## src/source/cmd_link_consts.svh

```systemverilog
`ifndef CMD_LINK_CONSTS_SVH
`define CMD_LINK_CONSTS_SVH

// Command RAM address width, 256 bytes of storage
`define CMD_ADDR_W 8

// First byte of the frame in the command RAM
`define CMD_BASE_ADDR 8'h0A

// Key pair twice, func, rate, filters, triggers, delays and checksum
`define CMD_FRAME_LEN 18

// Only frames carrying this key in both copies are accepted
`define CMD_KEY 16'h55AA

`endif

```

## src/source/cmd_frame_pkg.sv

```systemverilog
package cmd_frame_pkg;

    // Opcodes travel as a byte with the upper nibble cleared
    typedef enum logic [3:0] {
        FUNC_START  = 4'h1,
        FUNC_CONFIG = 4'h2,
        FUNC_STOP   = 4'h3
    } cmd_func_e;

    // Host request, one frame worth of fields
    typedef struct packed {
        logic [15:0] key;
        logic [7:0]  func;
        logic [7:0]  rate;
        logic [7:0]  lfilt;
        logic [7:0]  hfilt;
        logic [7:0]  trig0;
        logic [7:0]  trig1;
        logic [15:0] dly0;
        logic [15:0] dly1;
    } cmd_req_t;

    // Write port of the command RAM
    typedef struct packed {
        logic       we;
        logic [7:0] addr;
        logic [7:0] data;
    } ram_wr_t;

    typedef enum logic [1:0] {
        IDLE,
        WRITE,
        WAIT_DONE
    } wr_state_e;

endpackage

```

## src/source/cmd_decode_pkg.sv

```systemverilog
package cmd_decode_pkg;

    // Frame verdict, driven out on btype
    typedef enum logic [3:0] {
        ST_NONE     = 4'h0,
        ST_OK       = 4'h1,
        ST_BAD_KEY  = 4'h2,
        ST_BAD_SUM  = 4'h3,
        ST_BAD_FUNC = 4'h4
    } cmd_status_e;

    // Last accepted command, key and checksum already stripped
    typedef struct packed {
        cmd_frame_pkg::cmd_func_e func;
        logic [7:0]               rate;
        logic [7:0]               lfilt;
        logic [7:0]               hfilt;
        logic [7:0]               trig0;
        logic [7:0]               trig1;
        logic [15:0]              dly0;
        logic [15:0]              dly1;
    } cmd_decode_t;

    typedef enum logic [1:0] {
        IDLE,
        FETCH,
        CHECK,
        DONE
    } rd_state_e;

endpackage

```

## src/source/cmd_frame_writer.sv

```systemverilog
`timescale 1ns/1ps
`include "cmd_link_consts.svh"

module cmd_frame_writer (
    input  logic                   clk,
    input  logic                   rst,
    input  cmd_frame_pkg::cmd_req_t req,
    input  logic                   send,
    input  logic                   fd,
    output logic                   busy,
    output cmd_frame_pkg::ram_wr_t  wr,
    output logic                   fs
);

    localparam logic [4:0] LAST_BYTE = 5'(`CMD_FRAME_LEN - 1);

    cmd_frame_pkg::wr_state_e state;
    cmd_frame_pkg::cmd_req_t  req_q;   // Held until the frame is fully written
    logic [4:0]               cnt;
    logic [15:0]              csum;
    logic [7:0]               byte_out;

    // Wrapping sum over the same terms the reader accumulates
    assign csum = req_q.key + {8'h00, req_q.func} + {8'h00, req_q.rate}
                + {req_q.lfilt, req_q.hfilt} + {req_q.trig0, req_q.trig1}
                + req_q.dly0 + req_q.dly1;

    always_ff @(posedge clk or posedge rst) begin
        if (rst) begin
            state <= cmd_frame_pkg::IDLE;
            cnt   <= '0;
        end else begin
            case (state)
                cmd_frame_pkg::IDLE: begin
                    if (send) begin   // Sends arriving in any other state are dropped
                        state <= cmd_frame_pkg::WRITE;
                        cnt   <= '0;
                    end
                end
                cmd_frame_pkg::WRITE: begin
                    if (cnt == LAST_BYTE) begin
                        state <= cmd_frame_pkg::WAIT_DONE;
                        cnt   <= '0;
                    end else begin
                        cnt <= cnt + 5'd1;
                    end
                end
                cmd_frame_pkg::WAIT_DONE: begin
                    if (fd) state <= cmd_frame_pkg::IDLE;
                end
                default: state <= cmd_frame_pkg::IDLE;
            endcase
        end
    end

    always_ff @(posedge clk) begin
        if (state == cmd_frame_pkg::IDLE && send) req_q <= req;
    end

    // Frame layout, one byte per offset from the base address
    always_comb begin
        case (cnt)
            5'd0, 5'd2: byte_out = req_q.key[15:8];
            5'd1, 5'd3: byte_out = req_q.key[7:0];
            5'd5:       byte_out = req_q.func;
            5'd7:       byte_out = req_q.rate;
            5'd8:       byte_out = req_q.lfilt;
            5'd9:       byte_out = req_q.hfilt;
            5'd10:      byte_out = req_q.trig0;
            5'd11:      byte_out = req_q.trig1;
            5'd12:      byte_out = req_q.dly0[15:8];
            5'd13:      byte_out = req_q.dly0[7:0];
            5'd14:      byte_out = req_q.dly1[15:8];
            5'd15:      byte_out = req_q.dly1[7:0];
            5'd16:      byte_out = csum[15:8];
            5'd17:      byte_out = csum[7:0];
            default:    byte_out = 8'h00;   // Reserved bytes at offsets 4 and 6
        endcase
    end

    assign wr = '{
        we:   (state == cmd_frame_pkg::WRITE),
        addr: `CMD_BASE_ADDR + {{(`CMD_ADDR_W - 5){1'b0}}, cnt},
        data: byte_out
    };

    assign busy = (state != cmd_frame_pkg::IDLE);
    assign fs   = (state == cmd_frame_pkg::WAIT_DONE);   // Held until the reader answers

endmodule

```

## src/source/cmd_frame_ram.sv

```systemverilog
`timescale 1ns/1ps
`include "cmd_link_consts.svh"

module cmd_frame_ram (
    input  logic                    clk,
    input  cmd_frame_pkg::ram_wr_t   wr,
    input  logic [`CMD_ADDR_W-1:0]  rd_addr,
    output logic [7:0]              rd_data
);

    localparam int DEPTH = 2 ** `CMD_ADDR_W;

    logic [7:0] mem [DEPTH];

    always_ff @(posedge clk) begin
        if (wr.we) mem[wr.addr] <= wr.data;
    end

    // Read is registered, data follows the address by one cycle
    always_ff @(posedge clk) begin
        rd_data <= mem[rd_addr];
    end

endmodule

```

## src/source/cmd_frame_reader.sv

```systemverilog
`timescale 1ns/1ps
`include "cmd_link_consts.svh"

module cmd_frame_reader (
    input  logic                        clk,
    input  logic                        rst,
    input  logic                        fs,
    input  logic [7:0]                  rd_data,
    output logic [`CMD_ADDR_W-1:0]      rd_addr,
    output logic                        fd,
    output cmd_decode_pkg::cmd_status_e status,
    output cmd_decode_pkg::cmd_decode_t cmd
);

    // Counter value in the cycle the last frame byte comes back
    localparam logic [4:0] LAST_CNT = 5'(`CMD_FRAME_LEN);

    cmd_decode_pkg::rd_state_e   state;
    cmd_decode_pkg::cmd_status_e verdict;
    cmd_frame_pkg::cmd_req_t     rec;   // Working copy of the frame being fetched
    logic                        fs_q;
    logic [4:0]                  cnt;
    logic [4:0]                  idx;
    logic [15:0]                 key_copy;
    logic [15:0]                 sum_rx;
    logic [15:0]                 sum_acc;
    logic                        func_ok;

    // Address 0 is already presented while idle, so the fetch starts at once
    assign rd_addr = `CMD_BASE_ADDR + {{(`CMD_ADDR_W - 5){1'b0}}, cnt};
    assign idx     = cnt - 5'd1;   // Offset of the byte now on rd_data
    assign fd      = (state == cmd_decode_pkg::DONE);

    always_ff @(posedge clk or posedge rst) begin
        if (rst) begin
            state  <= cmd_decode_pkg::IDLE;
            fs_q   <= 1'b0;
            cnt    <= '0;
            status <= cmd_decode_pkg::ST_NONE;
            cmd    <= '0;
        end else begin
            fs_q <= fs;
            case (state)
                cmd_decode_pkg::IDLE: begin
                    if (fs && !fs_q) begin
                        state <= cmd_decode_pkg::FETCH;
                        cnt   <= 5'd1;
                    end
                end
                cmd_decode_pkg::FETCH: begin
                    if (cnt == LAST_CNT) begin
                        state <= cmd_decode_pkg::CHECK;
                        cnt   <= '0;
                    end else begin
                        cnt <= cnt + 5'd1;
                    end
                end
                cmd_decode_pkg::CHECK: begin
                    state  <= cmd_decode_pkg::DONE;
                    status <= verdict;
                    if (verdict == cmd_decode_pkg::ST_OK) begin   // Rejected frames leave cmd alone
                        cmd <= '{
                            func:  cmd_frame_pkg::cmd_func_e'(rec.func[3:0]),
                            rate:  rec.rate,
                            lfilt: rec.lfilt,
                            hfilt: rec.hfilt,
                            trig0: rec.trig0,
                            trig1: rec.trig1,
                            dly0:  rec.dly0,
                            dly1:  rec.dly1
                        };
                    end
                end
                default: state <= cmd_decode_pkg::IDLE;
            endcase
        end
    end

    always_ff @(posedge clk) begin
        if (state == cmd_decode_pkg::FETCH) begin
            case (idx)
                5'd0:    rec.key[15:8]   <= rd_data;
                5'd1:    rec.key[7:0]    <= rd_data;
                5'd2:    key_copy[15:8]  <= rd_data;
                5'd3:    key_copy[7:0]   <= rd_data;
                5'd5:    rec.func        <= rd_data;
                5'd7:    rec.rate        <= rd_data;
                5'd8:    rec.lfilt       <= rd_data;
                5'd9:    rec.hfilt       <= rd_data;
                5'd10:   rec.trig0       <= rd_data;
                5'd11:   rec.trig1       <= rd_data;
                5'd12:   rec.dly0[15:8]  <= rd_data;
                5'd13:   rec.dly0[7:0]   <= rd_data;
                5'd14:   rec.dly1[15:8]  <= rd_data;
                5'd15:   rec.dly1[7:0]   <= rd_data;
                5'd16:   sum_rx[15:8]    <= rd_data;
                5'd17:   sum_rx[7:0]     <= rd_data;
                default: ;
            endcase
        end
    end

    // Running checksum, high bytes of each word land in the upper half
    always_ff @(posedge clk) begin
        if (state == cmd_decode_pkg::IDLE) begin
            sum_acc <= '0;
        end else if (state == cmd_decode_pkg::FETCH) begin
            if (idx inside {5'd0, 5'd8, 5'd10, 5'd12, 5'd14})
                sum_acc <= sum_acc + {rd_data, 8'h00};
            else if (idx inside {5'd1, 5'd5, 5'd7, 5'd9, 5'd11, 5'd13, 5'd15})
                sum_acc <= sum_acc + {8'h00, rd_data};
        end
    end

    always_comb begin
        func_ok = (rec.func[7:4] == 4'h0) && (rec.func[3:0] inside {
            cmd_frame_pkg::FUNC_START, cmd_frame_pkg::FUNC_CONFIG, cmd_frame_pkg::FUNC_STOP});
        // Key first, then checksum, then opcode
        if (rec.key != `CMD_KEY || key_copy != `CMD_KEY)
            verdict = cmd_decode_pkg::ST_BAD_KEY;
        else if (sum_acc != sum_rx)
            verdict = cmd_decode_pkg::ST_BAD_SUM;
        else if (!func_ok)
            verdict = cmd_decode_pkg::ST_BAD_FUNC;
        else
            verdict = cmd_decode_pkg::ST_OK;
    end

endmodule

```

## src/source/cmd_link_top.sv

```systemverilog
`timescale 1ns/1ps
`include "cmd_link_consts.svh"

module cmd_link_top (
    input  logic                        clk,
    input  logic                        rst,
    input  cmd_frame_pkg::cmd_req_t     req,
    input  logic                        send,
    output logic                        busy,
    output logic                        done,
    output cmd_decode_pkg::cmd_status_e status,
    output cmd_decode_pkg::cmd_decode_t cmd
);

    cmd_frame_pkg::ram_wr_t       wr;
    logic [`CMD_ADDR_W-1:0]      rd_addr;
    logic [7:0]                  rd_data;
    logic                        fs;
    logic                        fd;

    cmd_frame_writer i_writer (
        .clk  (clk),
        .rst  (rst),
        .req  (req),
        .send (send),
        .fd   (fd),
        .busy (busy),
        .wr   (wr),
        .fs   (fs)
    );

    cmd_frame_ram i_ram (
        .clk     (clk),
        .wr      (wr),
        .rd_addr (rd_addr),
        .rd_data (rd_data)
    );

    cmd_frame_reader i_reader (
        .clk     (clk),
        .rst     (rst),
        .fs      (fs),
        .rd_data (rd_data),
        .rd_addr (rd_addr),
        .fd      (fd),
        .status  (status),
        .cmd     (cmd)
    );

    assign done = fd;   // The reader's answer doubles as the host done pulse

endmodule

```

## config.mk

```make
export PLATFORM = sky130hd
export DESIGN_NAME = cmd_link_top
export DESIGN_NICKNAME = d
export VERILOG_FILES = /design/src/source/cmd_frame_pkg.sv /design/src/source/cmd_decode_pkg.sv /design/src/source/cmd_frame_writer.sv /design/src/source/cmd_frame_ram.sv /design/src/source/cmd_frame_reader.sv /design/src/source/cmd_link_top.sv
export VERILOG_INCLUDE_DIRS = /design/src /design/src/source
export SDC_FILE = /design/constraint.sdc
export NUM_CORES = 1
export LEC_CHECK = 0
export BUFFER_PORTS_ARGS = -buffer_cell sky130_fd_sc_hd__buf_4
export CAP_MARGIN = 20
export CORE_MARGIN = 2
export CORE_UTILIZATION = 40
export CTS_CLUSTER_DIAMETER = 40
export DETAILED_ROUTE_END_ITERATION = 6
export RECOVER_POWER = 25
export SYNTH_ARGS = -nofsm -noshare
export SYNTH_HDL_FRONTEND = slang
export SYNTH_SLANG_ARGS = --single-unit
```

## constraint.sdc

```tcl
create_clock -name clk -period 11.5 [get_ports clk]
set_input_delay 1.725 -clock clk [delete_from_list [all_inputs] [get_ports clk]]
set_output_delay 1.725 -clock clk [all_outputs]
set_load 0.02 [all_outputs]
```

==> flow_summary.json, run 1 <==
{
  "status": "finished, violations left",
  "failed_checks": "capacitance limit, slew limit",
  "cts_resized": 0,
  "worst_clock_skew_ns": 0.04671,
  "htreeDepth": 3,
  "grt_pass1_wl_um": 119500,
  "grt_pass1_vias": 19320,
  "reg2reg_to": "i_reader.sum_acc[10]",
  "cts-root-buf": "clkbuf_16",
  "syn-instance-count": 1990,
  "rows": 109,
  "crit_family": "buffers and inverters",
  "drt_iter0_drc": 1351,
  "end_kind": "asynchronous set/reset pin",
  "clk_latency_ns": 0.69,
  "clkPwrFrac_pct": 40.0,
  "regToRegStartpoint": "i_reader.cnt[1]",
  "async_flop_share_pct": 11.01,
  "final-setup-viol-count": 0,
  "core-area_um2": 88510,
  "start_util_pct": 40.42,
  "die_area_um2": 91850,
  "clk_pin_slew_ns": 0.06,
  "r2r_slack_ns": 5.27,
  "holdCritStartpoint": "i_reader.rec[5]",
  "worstHoldPathCells": 1,
  "rr_worst_depth": 8,
  "hold_ws_ns": 0.4482,
  "cts_hold_buffers": 0,
  "clock_sink_count": 854,
  "diodes": 0,
  "yosysSeqAreaShare_pct": 69.69,
  "dp.final_hpwl_um": 51940,
  "avgSynthCellArea_um2": 17.98,
  "worst-path-buf-inv": 3,
  "syn2layout_area_growth_pct": 19.05,
  "p_leak_nw": 15.49,
  "routed_wl_um": 78450,
  "required_ns": 10.76,
  "synth_warnings": 0,
  "fin_crit_sh_pct": 54.22,
  "p_comb_share_pct": 14.3,
  "wire_per_inst_um": 21.96,
  "crit_path_start_kind": "input port",
  "ios": 181,
  "synthFlopType": "edfxtp_1",
  "slew_viol_final": 189,
  "maxCapViolCount": 4,
  "internal_power_mw": 6.282,
  "drc": 0,
  "gp_congestion": 0.8825,
  "vias": 18500,
  "grt_overflow": 0,
  "fmax_mhz": 160.4,
  "cts_tree": "yes",
  "fin_setup_tns_ns": 0,
  "critPathKind": "in2async",
  "total_power_mw": 8.594,
  "die_w_um": 303.1,
  "slowest_stage": "clkbuf_1",
  "postCtsSetupRepairBufs": 0,
  "cp_max_fo": 75,
  "critical_path.cell_chain": "clkbuf_4, clkinvlp_2, clkbuf_1",
  "drive_gt1_share_pct": 23.93,
  "ant_nets": 0,
  "antenna_found_initial": 2,
  "worstMarginPinSlew_ns": 4.069,
  "finalCriticalPeriod_ns": 6.236,
  "dpl.cell_count": 3361,
  "synth_cell_types": 77,
  "final_nets": 2534,
  "design_area_um2": 42590,
  "syn_area_um2": 35780,
  "pwr-share-seq_pct": 45.8,
  "final_cells": 3572,
  "hold_end": "i_reader.cmd[5]",
  "cts_buffers": 109,
  "finalHoldViolCount": 0,
  "arrival_ns": 5.50,
  "p_per_area_nw_per_um2": 201.8,
  "slew-limit-headroom_pct": -171.2,
  "dr.pass1.iters": 5,
  "p_sw_mw": 2.313,
  "io_buffer_count": 179,
  "rsz0062_at_grt": "no",
  "ir_worst_vdd_v": 0.0001304,
  "placed_cell_area_um2": 38890,
  "grt_usage_pct": 17.37,
  "grt_start_max_net_pins": 77,
  "synth_edf_count": 736,
  "die_height_um": 303.1,
  "cts_buffer_depth": 3,
  "ys_seq_elements": 854,
  "slowest_delay_ns": 2.90,
  "netSwitchingFraction_pct": 26.91,
  "hold_path_class": "reg2reg",
  "via_per_inst": 5.179
}
## stage by stage
stage          util (%)  setup WS, ns
2_1_floorplan         -         4.541
3_3_place_gp      43.93         6.257
3_5_place_dp      43.94         6.069
4_1_cts           48.22         6.061
5_1_grt           48.12         4.096
6_report          48.12         5.264
## final cells by class
cell class / count / area [µm²]
Multi-Input combinational cell: 1002 / 10390
Clock buffer: 119 / 2765
Timing Repair Buffer: 216 / 1540
Fill cell: 7353 / 45920
Tap cell: 1165 / 1458
Sequential cell: 854 / 24940
Clock inverter: 89 / 1021
Inverter: 127 / 478.0
## cells by family after synthesis
family / share of synthesized area, %
mux: 13.54
flops: 69.69
xor+xnor: 1.339
compound gates: 3.742
other cells: 0.01048
fa+ha+maj: 5.631
buf+inv: 2.245
simple gates: 3.802
## worst max path at each step
stage / end / start / cells past startpoint
after global placement: i_ram.mem[58][6] / i_writer.req_q[50] / 14
final: i_reader.cnt[0] / rst / 3
after CTS: i_ram.mem[40][6] / i_writer.req_q[51] / 14
after global routing: i_reader.cnt[0] / rst / 3
after detailed placement: i_ram.mem[24][6] / i_writer.req_q[51] / 14
after floorplan: i_ram.mem[0][5] / i_writer.req_q[49] / 15
## worst register-to-register path: stages, from the launching register on
cell	delay (ns)
dfrtp_1	1.45
clkbuf_1	2.46
ha_1	0.62
nand2_1	0.09
mux2i_1	0.27
o22ai_2	0.23
a31oi_1	0.64
a21oi_1	0.15
a211oi_1	0.22
## power groups by stage
stage                     clock [mW]  combinational (mW)  sequential, mW
after detailed placement           0                1.24            4.00
after global placement             0                1.20            3.99
after global routing            3.63                1.36            3.95
after CTS                       3.50                1.24            3.94
after floorplan                    0               0.728            4.03
final                           3.43                1.23            3.93
## registers in the layout, summed over array words and instances (netlist names)
name               cells
i_ram.mem            512
i_reader.rec          96
i_writer.req_q        96
i_reader.cmd          76
i_reader.key_copy     16
i_reader.sum_acc      16
i_reader.sum_rx       16
i_ram.rd_data          8
i_reader.cnt           5
i_writer.cnt           5
i_reader.status        3
i_reader.state         2
i_writer.state         2
i_reader.fs_q          1
## layout by cell type, fill, tap and decap left out, drive strengths merged, types with 16 or more instances in the layout
master	n
nand2	71
conb	65
o21ai	50
inv	147
a21oi	34
mux4	160
mux2i	26
xnor2	27
buf	104
ha	65
xor2	26
nor2	113
and3	16
edfxtp	736
dfxtp	24
mux2	87
clkinv	43
clkbuf	231
dfrtp	94
fa	60
a22oi	21
## metal layers
metal	up-vias	track usage [%]	routed length (µm)
met1	9471	23.11	33530
met2	571	29.07	38840
met3	134	3.315	4258
met5	-	0	0
li1	8322	-	-
met4	0	5.196	1819
## synthesized netlist by cell type, drive strengths merged (16+ instances only)
cell | n | area [µm²]
a21oi | 34 | 173.9
nor2 | 113 | 424.2
and3 | 16 | 100.1
buf | 30 | 171.4
xnor2 | 27 | 236.5
mux4 | 160 | 3603
ha | 65 | 813.3
mux2i | 26 | 260.3
edfxtp | 736 | 22100
nand2 | 71 | 269.0
o21ai | 50 | 250.2
a22oi | 21 | 157.7
fa | 60 | 1201
mux2 | 87 | 979.7
xor2 | 26 | 242.7
clkbuf | 41 | 155.1
dfxtp | 24 | 480.5
dfrtp | 94 | 2352
inv | 127 | 476.7
(Power assumes the default switching activity.)
==> run 2: changes to the inputs <==
clock period = 5.64 ns   (was 11.5 ns; I/O delays follow)
==> run 2 against run 1 <==
The run still ends with capacitance limit, slew limit left. Setup slack worse by 4.8 ns. First-iteration DRC count grew 19%. Design area barely moved. Wire length is 1.9% higher. Register-to-register slack worse by 4.8 ns. Cell count up 0.28%. Critical path type is now reg2reg. Critical endpoint is now i_ram.mem[13][7]. Largest power group unchanged.
==> flow_summary.json, run 2 (synthesis results as in run 1) <==
{
  "dpl.cell_count": 3372,
  "slew_viol_final": 97,
  "rows": 109,
  "cts_hold_buffers": 0,
  "die_area_um2": 91850,
  "largest_reg_flops": 512,
  "fmax_mhz": 191.6,
  "finalHoldViolCount": 0,
  "start_util_pct": 40.42,
  "grt_pass1_wl_um": 121300,
  "clk_pin_slew_ns": 0.06,
  "postCtsSetupRepairBufs": 0,
  "slew-limit-headroom_pct": -81.66,
  "cts_tree": "yes",
  "syn2layout_area_growth_pct": 18.95,
  "grt_pass1_vias": 19790,
  "htreeDepth": 3,
  "wl_met2_um": 39560,
  "place_worst_setup_slack_ns": 0.4750,
  "worst_clock_skew_ns": 0.02618,
  "end_kind": "register",
  "clock_sink_count": 854,
  "routed_wl_um": 79910,
  "dp.final_hpwl_um": 52040,
  "reg_top3": "i_ram.mem: 512 flops, i_reader.rec: 96 flops, i_writer.req_q: 96 flops",
  "rsz0062_at_grt": "no",
  "utilization_pct": 48.08,
  "die_height_um": 303.1,
  "wire_per_inst_um": 22.31,
  "ir_worst_vdd_v": 0.0002719,
  "final_common_cell": "edfxtp_1",
  "fin_crit_sh_pct": 92.54,
  "cts-root-buf": "clkbuf_16",
  "critPathKind": "reg2reg",
  "cts_buffer_depth": 3,
  "grt_usage_pct": 17.67,
  "die_w_um": 303.1,
  "cts_resized": 0,
  "regMostFlops": "i_ram.mem",
  "r2r_slack_ns": 0.42,
  "final_cell_mix": "736 x edfxtp_1, 160 x mux4_2, 126 x inv_1",
  "cp_max_fo": 48,
  "p_leak_nw": 15.37,
  "grt_start_max_net_pins": 81,
  "dr.pass1.iters": 6,
  "fin_setup_tns_ns": 0,
  "final_cells": 3582,
  "gp_congestion": 0.8576,
  "ios": 181,
  "vias": 18780,
  "io_buffer_count": 179,
  "status": "finished, violations left",
  "drt_iter0_drc": 1612,
  "drc": 0,
  "finalCriticalPeriod_ns": 5.219,
  "drive_gt1_share_pct": 21.80,
  "p_per_area_nw_per_um2": 413.4,
  "hold_path_class": "in2reg",
  "hold_ws_ns": 0.3661,
  "required_ns": 6.13,
  "diodes": 0,
  "arrival_ns": 5.71,
  "wl_met1_um": 34220,
  "core-area_um2": 88510,
  "clk_latency_ns": 0.69,
  "via_per_inst": 5.243,
  "timing.final.ws_setup_ns": 0.4208,
  "grt_overflow": 0,
  "crit_path_start_kind": "register",
  "worstMarginPinSlew_ns": 2.710,
  "final_nets": 2548,
  "failed_checks": "capacitance limit, slew limit",
  "maxCapViolCount": 3,
  "wl_met3_um": 4244,
  "routed.top_layer": "met4",
  "final-setup-viol-count": 0,
  "ant_nets": 0,
  "fillers": 7380,
  "cts_buffers": 107,
  "antenna_found_initial": 0
}
==> run 2: final timing paths <==
kind,start,to,cells after the start
min,req[9],i_writer.req_q[9],1
max reg2reg,i_writer.req_q[49],i_ram.mem[13][7],17
min in group asynchronous,rst,i_writer.state[0],2
max in group asynchronous,rst,i_reader.cmd[12],3
max,i_writer.req_q[49],i_ram.mem[13][7],17
min reg2reg,i_reader.rec[52],i_reader.cmd[52],1
==> run 2: layer usage <==
layer,global-route usage [%],up-vias
met3,2.800,134
li1,-,8348
met2,29.48,593
met4,5.372,0
met5,0,-
met1,23.95,9705
==> run 2: per-stage QoR <==
stage	power, mW	instance area, µm²
after floorplan	9.673	36050
after detailed placement	10.80	39070
after CTS	17.77	42790
after global placement	10.70	39050
after global routing	18.30	42560
final	17.59	42560
==> run 2: area by class of cell <==
| cell class | instances | area (µm²) | share of cell area [%] |
|---|---|---|---|
| inverter | 127 | 478.0 | 1.123 |
| timing repair buffer | 232 | 1565 | 3.678 |
| multi-input combinational | 1002 | 10400 | 24.43 |
| tap | 1165 | 1458 | 3.425 |
| sequential | 854 | 24940 | 58.61 |
| clock buffer | 120 | 2778 | 6.527 |
| clock inverter | 82 | 940.9 | 2.211 |
==> run 2: critical path: stages (launching register included) <==
cell	delay, ns
edfxtp_1	0.42
fa_1	0.55
inv_1	0.06
fa_1	0.49
fa_1	0.50
inv_1	0.04
ha_1	0.26
ha_1	0.19
inv_1	0.07
fa_1	0.46
nor2b_1	0.18
o2111ai_1	0.16
a21boi_0	0.23
o22ai_1	0.18
a31oi_1	0.27
xnor2_1	0.15
o221ai_4	0.52
buf_12	0.27
==> run 2: power breakdown <==
group	internal (mW)	total, mW	switching, mW
Combinational	0.840	2.61	1.77
Sequential	7.90	8.03	0.128
Clock	4.17	6.95	2.78
==> run 3: changes to the inputs <==
CTS_CLUSTER_DIAMETER = 100   (was 40)
SKIP_LAST_GASP = 1   (was default)
clock period = 5 ns   (was 5.64 ns; I/O delays follow)
==> run 3 against run 2 <==
The run still ends with capacitance limit, slew limit left. Flip-flop and latch count did not move. Core utilization decreased by 0.53 points. Via count is 0.68% higher. Wire length increased by 3.3%. Power rose by 7.2%. Design area decreased by 1.1%. Cell count decreased by 0.75%. Maximum frequency increased by 8.8%. Largest power group unchanged. Highest routed layer unchanged.
==> flow_summary.json, run 3 (synthesis results as in run 1) <==
{
  "fmax_mhz": 208.6,
  "hold_path_class": "in2reg",
  "diodes": 0,
  "critical_path.cell_chain": "fa_1, fa_1, fa_1, inv_1, fa_1, fa_2, nor2b_4, o2111ai_2, a21boi_2, o22ai_2, a31oi_1, xnor2_1, o221ai_4, clkbuf_16",
  "final_cell_mix": "736 x edfxtp_1, 160 x mux4_2, 125 x inv_1",
  "drt_iter0_drc": 1667,
  "finalCriticalPeriod_ns": 4.795,
  "final-setup-viol-count": 0,
  "die_height_um": 303.1,
  "via_per_inst": 5.318,
  "final_cells": 3555,
  "grt_overflow": 0,
  "finalHoldViolCount": 0,
  "cts-root-buf": "clkbuf_16",
  "htreeDepth": 3,
  "vias": 18910,
  "seq_area_um2": 24940,
  "timing.final.ws_setup_ns": 0.2051,
  "final_common_cell": "edfxtp_1",
  "die_w_um": 303.1,
  "wire_per_inst_um": 23.23,
  "clock_sink_count": 854,
  "p_leak_nw": 15.11,
  "slowest_delay_ns": 0.52,
  "grt_pass1_vias": 19720,
  "gp_congestion": 0.8709,
  "maxCapViolCount": 3,
  "arrival_ns": 5.26,
  "crit_top_cell": "fa_1",
  "dpl.cell_count": 3382,
  "rows": 109,
  "ir_worst_vdd_v": 0.0003026,
  "slew_viol_final": 139,
  "start_util_pct": 40.42,
  "worst_clock_skew_ns": 0.06901,
  "grt_usage_pct": 17.97,
  "worstMarginPinSlew_ns": 3.071,
  "slew-limit-headroom_pct": -105.8,
  "die_area_um2": 91850,
  "cts_buffer_depth": 3,
  "crit_path_start_kind": "register",
  "core-area_um2": 88510,
  "critPathKind": "reg2reg",
  "clk_latency_ns": 0.67,
  "required_ns": 5.47,
  "cts_hold_buffers": 0,
  "hold_ws_ns": 0.2767,
  "status": "finished, violations left",
  "ant_nets": 0,
  "io_buffer_count": 179,
  "cts_tree": "yes",
  "largest_reg_flops": 512,
  "cp_max_fo": 8,
  "cts_buffers": 89,
  "final_nets": 2545,
  "regMostFlops": "i_ram.mem",
  "drc": 0,
  "fillers": 7434,
  "p_per_area_nw_per_um2": 448.0,
  "multiInputGateArea_um2": 10510,
  "grt_start_max_net_pins": 77,
  "drive_gt1_share_pct": 21.26,
  "end_kind": "register",
  "ios": 181,
  "slowest_stage": "fa_1",
  "dr.pass1.iters": 7,
  "place_worst_setup_slack_ns": 0.08172,
  "grt_pass1_wl_um": 122700,
  "syn2layout_area_growth_pct": 17.64,
  "clk_pin_slew_ns": 0.06,
  "fin_crit_sh_pct": 95.90,
  "reg_top3": "i_ram.mem: 512 flops, i_reader.rec: 96 flops, i_writer.req_q: 96 flops",
  "dp.final_hpwl_um": 52650,
  "routed_wl_um": 82580,
  "failed_checks": "capacitance limit, slew limit",
  "antenna_found_initial": 0
}
run 3: changes by cell type in the layout (fill, tap and decap cells not counted), moves of 7 or more:
cell / previous run / this run
clkbuf_1: 87 / 104
clkbuf_16: 108 / 93
buf_4: 49 / 61
clkinv_1: 16 / 7
clkinv_4: 10 / 1
inv_6: 10 / 3
run 3: what timing repair did:
action,in CTS,in global routing
endpoints found under the setup margin,0,256
setup buffers,0,3
hold endpoints to repair,0,0
gates resized for setup,0,12
run 3: cell type report:
| type | instances | share of cell area, % |
|---|---|---|
| Timing Repair Buffer | 247 | 4.126 |
| Clock buffer | 119 | 5.702 |
| Sequential cell | 854 | 59.26 |
| Tap cell | 1165 | 3.463 |
| Multi-Input combinational cell | 1002 | 24.97 |
| Clock inverter | 41 | 1.341 |
| Inverter | 127 | 1.136 |
run 3: layer usage:
| layer | vias up | share of wire (%) | track usage (%) |
|---|---|---|---|
| met5 | - | 0 | 0 |
| met4 | 0 | 2.7 | 5.466 |
| li1 | 8312 | - | - |
| met1 | 9842 | 42 | 23.94 |
| met3 | 147 | 5.9 | 3.401 |
| met2 | 606 | 50 | 30.02 |
run 3: path summary, 6_finish.rpt:
check,startpoint,end,slack (ns),cells after the start
max,i_writer.req_q[74],i_ram.mem[17][7],0.21,14
min,req[30],i_writer.req_q[30],0.28,1
max reg2reg,i_writer.req_q[74],i_ram.mem[17][7],0.21,14
min reg2reg,i_reader.rec[42],i_reader.cmd[42],0.45,1
max in group asynchronous,rst,i_reader.cmd[43],1.05,3
min in group asynchronous,rst,i_reader.cmd[3],0.93,2
run 3: critical path: cells and delay by family (launching register included):
family,cells,cell delay (ns)
buffers and inverters,2,0.34
adders and majority gates,5,2.42
AOI/OAI and AO/OA,5,1.15
DFF,1,0.41
and+or+nand+nor,1,0.14
xor gates and xnor gates,1,0.12
run 3: where the power goes:
part           internal (mW)  leakage (nW)  switching, mW  total (mW)
Sequential              8.92          8.24          0.115        9.03
Clock                   3.79          1.43           2.80        6.59
Combinational           1.10          5.44           2.13        3.23
run 3: through the flow:
| step | setup TNS, ns | total power, mW | util [%] | instance area, µm² |
|---|---|---|---|---|
| CTS | 0 | 18.75 | 47.61 | 42140 |
| detailed placement | 0 | 12.16 | 44.26 | 39180 |
| global placement | 0 | 12.04 | 44.26 | 39180 |
| floorplan | -50.28 | 10.98 | - | 36130 |
| finish | 0 | 18.86 | 47.55 | 42090 |
| global route | -0.2013 | 19.59 | 47.55 | 42090 |
